### src/ace_pkg.sv
`default_nettype none

package ace_pkg;

    localparam int MATRIX_ROWS = 8;
    localparam int MATRIX_COLS = 5;

    typedef logic [MATRIX_ROWS-1:0] row_t;  // Active low row select
    typedef logic [MATRIX_COLS-1:0] col_t;  // Active low column sense

    typedef logic [2:0] row_idx_t;
    typedef logic [2:0] col_idx_t;

    typedef struct packed {
        row_idx_t row;
        col_idx_t col;
    } key_pos_t;

    localparam col_t COLS_RELEASED = '1;

    ////////////////////////////////////////////////////////////
    // Matrix layout, columns 0 to 4
    //   row 0  CapsShift SymShift Z X C
    //   row 1  A S D F G
    //   row 2  Q W E R T
    //   row 3  1 2 3 4 5
    //   row 4  0 9 8 7 6
    //   row 5  P O I U Y
    //   row 6  Enter L K J H
    //   row 7  Space M N B V
    ////////////////////////////////////////////////////////////
    localparam key_pos_t KEY_CAPS_SHIFT = '{row: 3'd0, col: 3'd0};
    localparam key_pos_t KEY_SYMBOL_SHIFT = '{row: 3'd0, col: 3'd1};
    localparam key_pos_t KEY_POS_0 = '{row: 3'd4, col: 3'd0};
    localparam key_pos_t KEY_POS_ENTER = '{row: 3'd6, col: 3'd0};
    localparam key_pos_t KEY_POS_SPACE = '{row: 3'd7, col: 3'd0};

    function automatic key_pos_t key_at(input int row, input int col);
        key_pos_t pos;
        pos.row = row_idx_t'(row);
        pos.col = col_idx_t'(col);
        return pos;
    endfunction

endpackage

`default_nettype wire

### src/ps2_pkg.sv
`default_nettype none

package ps2_pkg;

    typedef logic [7:0] scan_code_t;

    // Bits after the start bit: 8 data, parity and stop
    localparam int PS2_FRAME_BITS = 10;
    localparam int PS2_TIMEOUT_CYCLES = 5000;  // Quiet ps2_clk before a frame is dropped

    typedef logic [$clog2(PS2_FRAME_BITS)-1:0] ps2_bit_cnt_t;
    typedef logic [$clog2(PS2_TIMEOUT_CYCLES)-1:0] ps2_timeout_t;

    localparam scan_code_t PREFIX_EXTENDED = 8'hE0;
    localparam scan_code_t PREFIX_BREAK = 8'hF0;

    ////////////////////////////////////////////////////////////
    // Set 2 make codes
    ////////////////////////////////////////////////////////////
    localparam scan_code_t KEY_A = 8'h1C;
    localparam scan_code_t KEY_B = 8'h32;
    localparam scan_code_t KEY_C = 8'h21;
    localparam scan_code_t KEY_D = 8'h23;
    localparam scan_code_t KEY_E = 8'h24;
    localparam scan_code_t KEY_F = 8'h2B;
    localparam scan_code_t KEY_G = 8'h34;
    localparam scan_code_t KEY_H = 8'h33;
    localparam scan_code_t KEY_I = 8'h43;
    localparam scan_code_t KEY_J = 8'h3B;
    localparam scan_code_t KEY_K = 8'h42;
    localparam scan_code_t KEY_L = 8'h4B;
    localparam scan_code_t KEY_M = 8'h3A;
    localparam scan_code_t KEY_N = 8'h31;
    localparam scan_code_t KEY_O = 8'h44;
    localparam scan_code_t KEY_P = 8'h4D;
    localparam scan_code_t KEY_Q = 8'h15;
    localparam scan_code_t KEY_R = 8'h2D;
    localparam scan_code_t KEY_S = 8'h1B;
    localparam scan_code_t KEY_T = 8'h2C;
    localparam scan_code_t KEY_U = 8'h3C;
    localparam scan_code_t KEY_V = 8'h2A;
    localparam scan_code_t KEY_W = 8'h1D;
    localparam scan_code_t KEY_X = 8'h22;
    localparam scan_code_t KEY_Y = 8'h35;
    localparam scan_code_t KEY_Z = 8'h1A;

    localparam scan_code_t KEY_0 = 8'h45;
    localparam scan_code_t KEY_1 = 8'h16;
    localparam scan_code_t KEY_2 = 8'h1E;
    localparam scan_code_t KEY_3 = 8'h26;
    localparam scan_code_t KEY_4 = 8'h25;
    localparam scan_code_t KEY_5 = 8'h2E;
    localparam scan_code_t KEY_6 = 8'h36;
    localparam scan_code_t KEY_7 = 8'h3D;
    localparam scan_code_t KEY_8 = 8'h3E;
    localparam scan_code_t KEY_9 = 8'h46;

    localparam scan_code_t KEY_SPACE = 8'h29;
    localparam scan_code_t KEY_ENTER = 8'h5A;
    localparam scan_code_t KEY_BKSP = 8'h66;
    localparam scan_code_t KEY_LSHIFT = 8'h12;
    localparam scan_code_t KEY_RSHIFT = 8'h59;
    localparam scan_code_t KEY_CTRL = 8'h14;  // Right Ctrl comes with E0
    localparam scan_code_t KEY_LALT = 8'h11;
    localparam scan_code_t KEY_KP_DOT = 8'h71;
    localparam scan_code_t KEY_F5 = 8'h03;

endpackage

`default_nettype wire

### src/key_event_if.sv
`default_nettype none

// One decoded make or break event, valid for a single clk
interface key_event_if
    import ps2_pkg::*;
();

    logic       valid;
    scan_code_t code;
    logic       released;  // Break code seen
    logic       extended;  // E0 prefix seen

    modport src (
        output valid,
        output code,
        output released,
        output extended
    );

    modport dst (
        input valid,
        input code,
        input released,
        input extended
    );

endinterface

`default_nettype wire

### src/key_update_if.sv
`default_nettype none

interface key_update_if
    import ace_pkg::*;
();

    logic     valid;
    logic     released;
    key_pos_t first;
    logic     second_used;  // Second key also changes
    key_pos_t second;

    modport src (
        output valid,
        output released,
        output first,
        output second_used,
        output second
    );

    modport dst (
        input valid,
        input released,
        input first,
        input second_used,
        input second
    );

endinterface

`default_nettype wire

### src/ace_keyboard.sv
`default_nettype none

module ace_keyboard
    import ace_pkg::*;
(
    input  wire        clk,
    input  wire        rst_n,
    input  wire        ps2_clk,
    input  wire        ps2_data,
    input  wire row_t  rows,
    output col_t       columns,
    output logic       kbd_reset,
    output logic       kbd_nmi
);

    logic shift;
    logic clear_all;

    key_event_if  ev_if ();
    key_update_if upd_if ();

    ps2_receiver i_ps2_receiver (
        .clk      (clk),
        .rst_n    (rst_n),
        .ps2_clk  (ps2_clk),
        .ps2_data (ps2_data),
        .ev       (ev_if.src)
    );

    // Both consumers see the same event cycle
    modifier_tracker i_modifier_tracker (
        .clk       (clk),
        .rst_n     (rst_n),
        .ev        (ev_if.dst),
        .shift     (shift),
        .clear_all (clear_all),
        .kbd_reset (kbd_reset),
        .kbd_nmi   (kbd_nmi)
    );

    key_translator i_key_translator (
        .clk   (clk),
        .rst_n (rst_n),
        .ev    (ev_if.dst),
        .shift (shift),
        .upd   (upd_if.src)
    );

    key_matrix i_key_matrix (
        .clk       (clk),
        .rst_n     (rst_n),
        .upd       (upd_if.dst),
        .clear_all (clear_all),
        .rows      (rows),
        .columns   (columns)
    );

endmodule

`default_nettype wire

### src/key_matrix.sv
`default_nettype none

module key_matrix
    import ace_pkg::*;
(
    input  wire        clk,
    input  wire        rst_n,
    key_update_if.dst  upd,
    input  wire        clear_all,
    input  wire row_t  rows,
    output col_t       columns
);

    col_t matrix_q [MATRIX_ROWS];  // 0 means pressed

    always_ff @(posedge clk or negedge rst_n)
    begin
        if (!rst_n)
        begin
            for (int r = 0; r < MATRIX_ROWS; r++)
                matrix_q[r] <= COLS_RELEASED;
        end
        else if (clear_all)
        begin
            for (int r = 0; r < MATRIX_ROWS; r++)
                matrix_q[r] <= COLS_RELEASED;
        end
        else if (upd.valid)
        begin
            matrix_q[upd.first.row][upd.first.col] <= upd.released;
            if (upd.second_used)
                matrix_q[upd.second.row][upd.second.col] <= upd.released;
        end
    end

    // Host scan, several rows may be low at once
    always_comb
    begin
        columns = COLS_RELEASED;
        for (int r = 0; r < MATRIX_ROWS; r++)
        begin
            if (!rows[r])
                columns = columns & matrix_q[r];
        end
    end

    // Hotkey events never reach the translator output
    a_no_update_on_clear: assert property (@(posedge clk) disable iff (!rst_n)
        !(upd.valid && clear_all));

endmodule

`default_nettype wire

### src/key_translator.sv
`default_nettype none

module key_translator
    import ps2_pkg::*;
    import ace_pkg::*;
(
    input  wire        clk,
    input  wire        rst_n,
    key_event_if.dst   ev,
    input  wire        shift,
    key_update_if.src  upd
);

    key_pos_t pos;
    logic     hit;
    logic     bksp;
    logic     is_digit;
    logic     is_letter;
    logic     add_second;
    key_pos_t second_pos;

    ////////////////////////////////////////////////////////////
    // Scancode lookup
    ////////////////////////////////////////////////////////////
    always_comb
    begin
        pos = '0;
        hit = 1'b1;
        bksp = 1'b0;
        case (ev.code)
            KEY_Z: pos = key_at(0, 2);
            KEY_X: pos = key_at(0, 3);
            KEY_C: pos = key_at(0, 4);
            KEY_A: pos = key_at(1, 0);
            KEY_S: pos = key_at(1, 1);
            KEY_D: pos = key_at(1, 2);
            KEY_F: pos = key_at(1, 3);
            KEY_G: pos = key_at(1, 4);
            KEY_Q: pos = key_at(2, 0);
            KEY_W: pos = key_at(2, 1);
            KEY_E: pos = key_at(2, 2);
            KEY_R: pos = key_at(2, 3);
            KEY_T: pos = key_at(2, 4);
            KEY_1: pos = key_at(3, 0);
            KEY_2: pos = key_at(3, 1);
            KEY_3: pos = key_at(3, 2);
            KEY_4: pos = key_at(3, 3);
            KEY_5: pos = key_at(3, 4);
            KEY_0: pos = KEY_POS_0;
            KEY_9: pos = key_at(4, 1);
            KEY_8: pos = key_at(4, 2);
            KEY_7: pos = key_at(4, 3);
            KEY_6: pos = key_at(4, 4);
            KEY_P: pos = key_at(5, 0);
            KEY_O: pos = key_at(5, 1);
            KEY_I: pos = key_at(5, 2);
            KEY_U: pos = key_at(5, 3);
            KEY_Y: pos = key_at(5, 4);
            KEY_ENTER: pos = KEY_POS_ENTER;
            KEY_L: pos = key_at(6, 1);
            KEY_K: pos = key_at(6, 2);
            KEY_J: pos = key_at(6, 3);
            KEY_H: pos = key_at(6, 4);
            KEY_SPACE: pos = KEY_POS_SPACE;
            KEY_M: pos = key_at(7, 1);
            KEY_N: pos = key_at(7, 2);
            KEY_B: pos = key_at(7, 3);
            KEY_V: pos = key_at(7, 4);
            KEY_BKSP:
            begin
                pos = KEY_POS_0;
                bksp = 1'b1;
            end
            default:
                hit = 1'b0;  // Modifiers and hotkeys land here
        endcase
    end

    // Digits live in rows 3 and 4, the rest of the table is letters
    assign is_digit = !bksp && (pos.row == 3'd3 || pos.row == 3'd4);
    assign is_letter = !bksp && !is_digit && pos != KEY_POS_ENTER && pos != KEY_POS_SPACE;

    always_comb
    begin
        add_second = 1'b1;
        second_pos = KEY_CAPS_SHIFT;
        if (shift && is_digit)
            second_pos = KEY_SYMBOL_SHIFT;
        else if (!bksp && !(shift && is_letter))
            add_second = 1'b0;
    end

    always_ff @(posedge clk or negedge rst_n)
    begin
        if (!rst_n)
        begin
            upd.valid <= 1'b0;
            upd.released <= 1'b0;
            upd.second_used <= 1'b0;
        end
        else
        begin
            upd.valid <= ev.valid && !ev.extended && hit;
            if (ev.valid)
            begin
                upd.released <= ev.released;
                upd.second_used <= add_second;
            end
        end
    end

    always_ff @(posedge clk)
    begin
        if (ev.valid)
        begin
            upd.first <= pos;
            upd.second <= second_pos;
        end
    end

endmodule

`default_nettype wire

### src/modifier_tracker.sv
`default_nettype none

module modifier_tracker
    import ps2_pkg::*;
(
    input  wire        clk,
    input  wire        rst_n,
    key_event_if.dst   ev,
    output logic       shift,
    output logic       clear_all,
    output logic       kbd_reset,
    output logic       kbd_nmi
);

    logic shift_q;
    logic ctrl_q;
    logic alt_q;
    logic hotkey;

    assign hotkey = ctrl_q && alt_q;  // Values before the current event
    assign shift = shift_q;

    always_ff @(posedge clk or negedge rst_n)
    begin
        if (!rst_n)
        begin
            shift_q <= 1'b0;
            ctrl_q <= 1'b0;
            alt_q <= 1'b0;
            clear_all <= 1'b0;
            kbd_reset <= 1'b1;
            kbd_nmi <= 1'b1;
        end
        else
        begin
            clear_all <= 1'b0;
            if (ev.valid)
            begin
                case (ev.code)
                    KEY_LSHIFT,
                    KEY_RSHIFT:
                        if (!ev.extended)
                            shift_q <= !ev.released;
                    KEY_CTRL:
                        ctrl_q <= !ev.released;  // Left, or right via E0
                    KEY_LALT:
                        if (!ev.extended)
                            alt_q <= !ev.released;
                    KEY_KP_DOT:
                        if (!ev.extended && hotkey)
                        begin
                            kbd_reset <= ev.released;
                            clear_all <= !ev.released;
                        end
                    KEY_F5:
                        if (!ev.extended && hotkey)
                            kbd_nmi <= ev.released;
                    default:
                        ;
                endcase
            end
        end
    end

    a_clear_after_dot: assert property (@(posedge clk) disable iff (!rst_n)
        clear_all |-> $past(ev.valid && !ev.released && ev.code == KEY_KP_DOT));

endmodule

`default_nettype wire

### src/ps2_receiver.sv
`default_nettype none

module ps2_receiver
    import ps2_pkg::*;
(
    input  wire        clk,
    input  wire        rst_n,
    input  wire        ps2_clk,
    input  wire        ps2_data,
    key_event_if.src   ev
);

    typedef enum logic [1:0] {
        ST_IDLE,
        ST_DATA,
        ST_PARITY,
        ST_STOP
    } rx_state_t;

    rx_state_t    state_q;
    ps2_bit_cnt_t bit_cnt_q;
    ps2_timeout_t timeout_q;
    scan_code_t   shift_q;
    logic         parity_ok_q;
    logic         byte_ready_q;
    logic         ext_q;
    logic         brk_q;

    logic clk_meta_q;
    logic clk_sync_q;
    logic clk_prev_q;
    logic data_meta_q;
    logic data_sync_q;
    logic fall;

    ////////////////////////////////////////////////////////////
    // Line synchronisers
    ////////////////////////////////////////////////////////////
    always_ff @(posedge clk or negedge rst_n)
    begin
        if (!rst_n)
        begin
            clk_meta_q <= 1'b1;
            clk_sync_q <= 1'b1;
            clk_prev_q <= 1'b1;
            data_meta_q <= 1'b1;
            data_sync_q <= 1'b1;
        end
        else
        begin
            clk_meta_q <= ps2_clk;
            clk_sync_q <= clk_meta_q;
            clk_prev_q <= clk_sync_q;
            data_meta_q <= ps2_data;
            data_sync_q <= data_meta_q;
        end
    end

    assign fall = clk_prev_q && !clk_sync_q;

    ////////////////////////////////////////////////////////////
    // Frame FSM
    ////////////////////////////////////////////////////////////
    always_ff @(posedge clk or negedge rst_n)
    begin
        if (!rst_n)
        begin
            state_q <= ST_IDLE;
            bit_cnt_q <= '0;
            timeout_q <= '0;
            byte_ready_q <= 1'b0;
        end
        else
        begin
            byte_ready_q <= 1'b0;
            if (state_q == ST_IDLE || fall)
                timeout_q <= '0;
            else
                timeout_q <= timeout_q + ps2_timeout_t'(1);

            if (state_q != ST_IDLE && !fall
                && timeout_q == ps2_timeout_t'(PS2_TIMEOUT_CYCLES - 1))
                state_q <= ST_IDLE;  // Drop partial frame
            else if (fall)
            begin
                case (state_q)
                    ST_IDLE:
                        if (!data_sync_q)  // Start bit
                        begin
                            state_q <= ST_DATA;
                            bit_cnt_q <= '0;
                        end
                    ST_DATA:
                    begin
                        bit_cnt_q <= bit_cnt_q + ps2_bit_cnt_t'(1);
                        if (bit_cnt_q == ps2_bit_cnt_t'(PS2_FRAME_BITS - 3))
                            state_q <= ST_PARITY;
                    end
                    ST_PARITY:
                        state_q <= ST_STOP;
                    ST_STOP:
                    begin
                        byte_ready_q <= data_sync_q && parity_ok_q;
                        state_q <= ST_IDLE;
                    end
                    default:
                        state_q <= ST_IDLE;
                endcase
            end
        end
    end

    always_ff @(posedge clk)
    begin
        if (fall && state_q == ST_DATA)
            shift_q <= {data_sync_q, shift_q[7:1]};  // LSB first
        if (fall && state_q == ST_PARITY)
            parity_ok_q <= ^{shift_q, data_sync_q};  // Odd parity
    end

    // Prefix handling and event strobe
    always_ff @(posedge clk or negedge rst_n)
    begin
        if (!rst_n)
        begin
            ev.valid <= 1'b0;
            ext_q <= 1'b0;
            brk_q <= 1'b0;
        end
        else
        begin
            ev.valid <= 1'b0;
            if (byte_ready_q)
            begin
                if (shift_q == PREFIX_EXTENDED)
                    ext_q <= 1'b1;
                else if (shift_q == PREFIX_BREAK)
                    brk_q <= 1'b1;
                else
                begin
                    ev.valid <= 1'b1;
                    ext_q <= 1'b0;
                    brk_q <= 1'b0;
                end
            end
        end
    end

    always_ff @(posedge clk)
    begin
        if (byte_ready_q)
        begin
            ev.code <= shift_q;
            ev.released <= brk_q;
            ev.extended <= ext_q;
        end
    end

    // Bytes are at least a frame apart
    a_valid_single: assert property (@(posedge clk) disable iff (!rst_n)
        ev.valid |=> !ev.valid);

endmodule

`default_nettype wire

### config.mk
export PLATFORM = sky130hd
export DESIGN_NAME = ace_keyboard
export DESIGN_NICKNAME = d
export VERILOG_FILES = /design/src/ace_pkg.sv /design/src/ps2_pkg.sv /design/src/key_event_if.sv /design/src/key_update_if.sv /design/src/ace_keyboard.sv /design/src/key_matrix.sv /design/src/key_translator.sv /design/src/modifier_tracker.sv /design/src/ps2_receiver.sv
export SDC_FILE = /design/constraint.sdc
export NUM_CORES = 1
export LEC_CHECK = 0
export ABC_AREA = 1
export BUFFER_PORTS_ARGS = -buffer_cell sky130_fd_sc_hd__buf_2
export CORE_ASPECT_RATIO = 0.8
export CORE_MARGIN = 8
export CORE_UTILIZATION = 40
export CTS_BUF_LIST = sky130_fd_sc_hd__clkbuf_8
export CTS_CLUSTER_DIAMETER = 120
export DETAILED_ROUTE_END_ITERATION = 12
export SETUP_SLACK_MARGIN = 0.3
export SLEW_MARGIN = 20
export SYNTH_ARGS = -nofsm -noshare
export SYNTH_HDL_FRONTEND = slang
export SYNTH_HIERARCHICAL = 1
export SYNTH_SLANG_ARGS = --single-unit
### constraint.sdc
create_clock -name clk -period 1.7 [get_ports clk]
set_input_delay 0.17 -clock clk [delete_from_list [all_inputs] [get_ports clk]]
set_output_delay 0.17 -clock clk [all_outputs]
set_load 0.1 [all_outputs]
# ---- Yosys cells after proc, flatten, opt, wreduce, memory -nomap -nowiden
# Index checks and enable logic that the tools add are counted.
dict set report word_totals {
  ff_bits 108
  latchBits 0
  ram_bits 0
  romBits 0
  input_bits 12
  output_inout_bits 7
  elab_cells 215
  mem_count 0
}
dict set report op_classes {
  add_sub_neg 2
  multipliers 0
  div 0
  n_lt_le_gt_ge 8
  n_eq_ne 60
  shift 0
  muxes 47
  n_bitwise 12
  n_reduce_logical 48
}
# op n
set op_table {}
lappend op_table {{6-bit one-hot mux with 38 select lines} 1}
lappend op_table {{8-bit by 6-bit == test with 1-bit output (second input constant)} 23}
lappend op_table {{40-bit two-way mux} 3}
lappend op_table {{8-bit by 7-bit == test with 1-bit output (second input constant)} 11}
lappend op_table {{40-bit bitwise mux} 2}
lappend op_table {{8-bit by 5-bit == test with 1-bit output (second input constant)} 10}
lappend op_table {{5-bit two-way mux} 10}
lappend op_table {{39-bit OR reduction} 1}
lappend op_table {{5-bit AND} 7}
lappend op_table {{5-bit demux with 3-bit select} 2}
lappend op_table {{1-bit logical AND} 21}
lappend op_table {{1-bit two-way mux} 19}
lappend op_table {{8-bit == test (second input constant)} 2}
lappend op_table {{3-bit AND reduction} 5}
lappend op_table {{13-bit by 1-bit adder with 13-bit output (second input constant)} 1}
lappend op_table {{13-bit == test (second input constant)} 1}
lappend op_table {{13-bit two-way mux} 1}
lappend op_table {{6-bit inequality test (second input constant)} 2}
lappend op_table {{9-bit XOR reduction} 1}
lappend op_table {{8-bit by 2-bit == test with 1-bit output (second input constant)} 1}
lappend op_table {{4-bit greater-or-equal comparator (second input constant)} 2}
lappend op_table {{3-bit by 4-bit < comparator with 1-bit output (second input constant)} 2}
lappend op_table {{4-bit by 1-bit < comparator with 1-bit output (second input constant)} 2}
lappend op_table {{2-bit two-way mux} 4}
lappend op_table {{24 further kinds} 43}

# ---- Logic depth before layout (Yosys ltp)
dict set report logic_depth {
  word_depth 15
  mapped_depth 16
}

# ---- Hierarchy
# The synthesis kept the hierarchy.
# mod instances cells_per_inst area_per_inst_um2 seq_area_each_um2
set by_module_without_submodules {}
lappend by_module_without_submodules {key_matrix 1 540 3180.6 1051.0}
lappend by_module_without_submodules {ps2_receiver 1 221 2114.5 1277.5}
lappend by_module_without_submodules {key_translator 1 226 1290.0 285.3}
lappend by_module_without_submodules {modifier_tracker 1 58 400.4 152.6}

# ---- Worst setup path after synthesis
# No wires, ideal clock.
dict set report synth_path {
  kind {register to output}
  startpoint {register i_key_matrix/matrix_q[15] (netlist bit)}
  endpoint {output port columns[0]}
  arrival_time_ns 2.821
  setup_slack_ns -1.291
  stages_incl_launch_ff 5
  cell_sequence {dfstp_2 inv_1 a21oi_1 o221ai_1 nor3_1}
}
dict set report synth_via {
  elab_chain_len 8
}
# element line
set synth_rtl {}
lappend synth_rtl {{start: declaration} key_matrix.sv:14} ;# col_t matrix_q [MATRIX_ROWS];
lappend synth_rtl {{start signal: indexed assignment} key_matrix.sv:30} ;# matrix_q[upd.first.row][upd.first.col] <= upd.released;
lappend synth_rtl {{start signal: indexed assignment} key_matrix.sv:32} ;# matrix_q[upd.second.row][upd.second.col] <= upd.released;
lappend synth_rtl {{5-bit AND (*)} key_matrix.sv:43} ;# columns = columns & matrix_q[r];
lappend synth_rtl {{5-bit two-way mux (*)} key_matrix.sv:42} ;# if (!rows[r])
lappend synth_rtl {{5-bit AND} key_matrix.sv:43}
lappend synth_rtl {{5-bit two-way mux (*)} key_matrix.sv:42}
lappend synth_rtl {{5-bit AND} key_matrix.sv:43}
lappend synth_rtl {{5-bit two-way mux (*)} key_matrix.sv:42}
lappend synth_rtl {{5-bit AND} key_matrix.sv:43}
lappend synth_rtl {{5-bit two-way mux (*)} key_matrix.sv:42}
lappend synth_rtl {{end: declaration} ace_keyboard.sv:11} ;# output col_t columns,
# Every way passes the cells marked *; elsewhere a longest branch is shown, timed or not.

==> run_results.csv <==
group,metric,value,unit
global_route,track_usage,17.42,%
clock_network,tritoncts,"yes",
global_route,grt_pass1_wl,31020,um
die,die_h,134.2,um
setup_path,slowest_delay,550,ps
synth,ys_ff_latch,103,
routing,drc,0,
worst_hold_path,hold_path_class,"register to register",
routing,drt_first_iter_violations,599,
place,hpwlAfterDp,13300,um
flow_run,drv_cap,0,
setup_path,required,1970,ps
sta,setup_violations,14,
die,core_area,0.01722,mm2
setup_path,critPathMaxFanout,6,
setup_path,crit_start,"i_ps2_receiver/ev.code[2]",
pwr,pwr_density_cell,706.5,mW/mm2
place,numPortBuffers,18,
place,placed_area,0.007950,mm2
synth,yosysWarningCount,6,
synth,synth_cell_types,38,
setup_path,crit_path_frequent_cell,"nand2_1",
synth,synth.area.top_cells,"nand2_1 21%, dfstp_2 18%, edfxtp_1 11%",
setup_path,r2r-start,"i_ps2_receiver/ev.code[2]",
setup_path,path_cells,"inv_2 -> nand2_4 -> nor2_4 -> nand2_4 -> nand2_1 -> nor2_1 -> nand2_1 -> nor2_1 -> nand2_1 -> nand2_1 -> nand4_1 -> nand2_1 -> nor2_2 -> nor2_1",
die,start_util,40.57,%
setup_path,start_kind,"register",
die,die_w,163.8,um
routing,drt_pass1_iterations,5,
sta,hold_viol_final,0,
synth,yosysSeqAreaShare,39.60,%
sta,skew,23.76,ps
clock_network,clkLatencyLatePin,390,ps
setup_path,rr_endpoint,"i_key_translator/upd.second_used",
finish,stdcell_area,0.009579,mm2
synth,syn-cell-area,0.006985,mm2
pwr,totalPowerFinal,6.768,mW
place,gp_routability_congestion,0.8935,
routing,wl,19660,um
global_route,grt_pass1_vias,6154,
sta,fin_ws,-260.5,ps
die,die_area,0.02198,mm2
finish,final_nets,1187,
synth,synth_top_cell_by_area,"nand2_1",
routing,ant_nets,0,
clock_network,cts_buffer_depth,2,
setup_path,path_class,"register to register",
sta,period_needed,1960,ps
routing,routedWlPerCell,14.06,um
pwr,ir_drop,0.0007376,V
sta,rsz0062_at_grt,"true",
place,post-place-ws,-160.3,ps
sta,worst_slew_pin_slew,504.4,ps
clock_network,cts-htree-levels,3,
sta,maxClockFrequency,510.1,MHz
synth,synthCells,1045,
setup_path,crit_path_end_kind,"register",
routing,avgViaCountPerCell,4.995,
finish,diodes,0,
setup_path,cp_slowest_cell,"edfxtp_1",
sta,maxSlewViolCount,0,
pwr,p_leak,5.025,nW
die,rows,43,
clock_network,numCtsBuffers,9,
clock_network,clock_sinks,103,
finish,final_util,55.64,%
setup_path,arrival,2230,ps
sta,period_share,115.3,%
synth,postSynthAreaPerCell,6.685,um2
routing,vias,6983,
clock_network,path_clk_slew,110,ps
synth,synth_top_area_share,21.06,%
global_route,grt_max_degree,55,
worst_hold_path,hold_end,"i_ps2_receiver/data_sync_q",
setup_path,rr_worst_depth,14,
die,io_pins,19,
sta,fin_tns_setup,-2084,ps
sta,worst_slew_margin_rel,66.38,%
finish,drive_above_1_share,40.66,%
global_route,grt_overflow,0,
global_route,antenna_found_initial,0,
worst_hold_path,holdPathStages,0,
outcome,violations,"negative setup slack",
clock_network,cts_root_buf,"clkbuf_8",
outcome,status,"finished, violations left",
finish,area_delta_synth_final,37.13,%
worst_hold_path,hold_start,"i_ps2_receiver/data_meta_q",
setup_path,r2r_slack,-260,ps
[cell usage after synthesis (all sizes together)]
| cell type | n |
|---|---|
| ha | 7 |
| o21ai | 19 |
| nor3b | 1 |
| dfstp | 47 |
| buf | 12 |
| dfrtp | 30 |
| o22ai | 10 |
| conb | 1 |
| edfxtp | 26 |
| o221ai | 5 |
| clkbuf | 6 |
| inv | 159 |
| o31a | 1 |
| nor3 | 18 |
| or2 | 1 |
| a31oi | 1 |
| nand4 | 9 |
| nand2 | 413 |
| nand3 | 123 |
| xor2 | 2 |
| a211oi | 1 |
| nand3b | 3 |
| nor2 | 133 |
| a21oi | 17 |
[how the worst max path moves through the flow]
stage | end | depth (start not counted)
global route | i_key_translator/upd.second_used | 14
CTS | columns[3] | 5
detailed placement | i_key_translator/upd.second_used | 14
global placement | i_key_translator/upd.second_used | 14
floorplan | columns[2] | 4
finish | i_key_translator/upd.second_used | 14
[placed cells by master, fill, tap and decap left out, types with 6 or more instances in the layout]
| cell type | count |
|---|---|
| a21oi_1 | 9 |
| a21oi_2 | 7 |
| buf_12 | 14 |
| buf_2 | 10 |
| buf_4 | 76 |
| buf_6 | 21 |
| clkbuf_8 | 9 |
| dfrtp_1 | 30 |
| dfstp_2 | 47 |
| edfxtp_1 | 26 |
| inv_1 | 116 |
| inv_2 | 41 |
| nand2_1 | 289 |
| nand2_2 | 80 |
| nand2_4 | 43 |
| nand3_1 | 96 |
| nand3_2 | 25 |
| nand4_1 | 9 |
| nor2_1 | 70 |
| nor2_2 | 32 |
| nor2_4 | 32 |
| nor3_1 | 6 |
| nor3_4 | 10 |
| o21ai_1 | 11 |
| o22ai_1 | 10 |
[critical path: cells and delay by family, from the launching register on]
| family | cells | cell delay (ps) |
|---|---|---|
| buf+inv | 1 | 160 |
| flops | 1 | 550 |
| simple gates | 13 | 1140 |
[where the power goes]
| group | internal [mW] | switching [mW] | total (mW) |
|---|---|---|---|
| logic | 0.789 | 1.19 | 1.97 |
| registers | 2.96 | 0.269 | 3.23 |
| clock network | 0.584 | 0.976 | 1.56 |
[registers in the layout, summed over array words and instances (netlist names), 2 cells and up]
| name | count |
|---|---|
| i_key_matrix/matrix_q | 40 |
| i_key_translator/upd.first | 6 |
| i_ps2_receiver/bit_cnt_q | 4 |
| i_ps2_receiver/ev.code | 8 |
| i_ps2_receiver/shift_q | 8 |
| i_ps2_receiver/state_q | 2 |
| i_ps2_receiver/timeout_q | 13 |
[metal layers]
metal  up-vias  share of wire [%]  wire [um]  global-route usage, %
met3        21                5.2       1028                  3.032
met1      3286                 47       9330                  25.18
li1       3513                  -          -                      -
met4         0                1.4        269                  3.881
met5         -                  0          0                      0
met2       163                 46       9027                  26.58
[per-stage QoR]
stage	hold slack (ps)	std cells
2_1_floorplan	-125.6	1049
3_3_place_gp	277.0	1328
3_5_place_dp	276.7	1328
4_1_cts	364.2	1373
5_1_grt	371.1	1398
6_report	362.0	1398
[repair_timing]
item                                    in CTS  in global routing
endpoints found under the hold margin       25                  0
endpoints found under the setup margin      60                 78
setup buffers                               24                 25
gates cloned                                 2                  0
gates resized for setup                     92                190
pin swaps                                   32                119
hold buffers                                 3                  0
[cell families (layout without fill, tap and decap cells)]
logic type / after synthesis / count (layout) / synth area share (%)
and+or+nand+nor: 701 / 702 / 43.78
buffers and inverters: 177 / 300 / 10.42
DFF: 103 / 103 / 39.60
AOI/OAI and AO/OA: 54 / 54 / 4.639
adders and majority gates: 7 / 7 / 1.254
xor gates and xnor gates: 2 / 2 / 0.2508
other: 1 / 5 / 0.05368
[final cells by class]
class	instances	area [um2]
Clock inverter	7	72.57
Multi-Input combinational cell	770	4538
Timing Repair Buffer	125	1195
Fill cell	1609	7637
Sequential cell	103	2766
Inverter	159	601.8
Clock buffer	9	123.9
Tap cell	225	281.5
(Power assumes the default switching activity.)
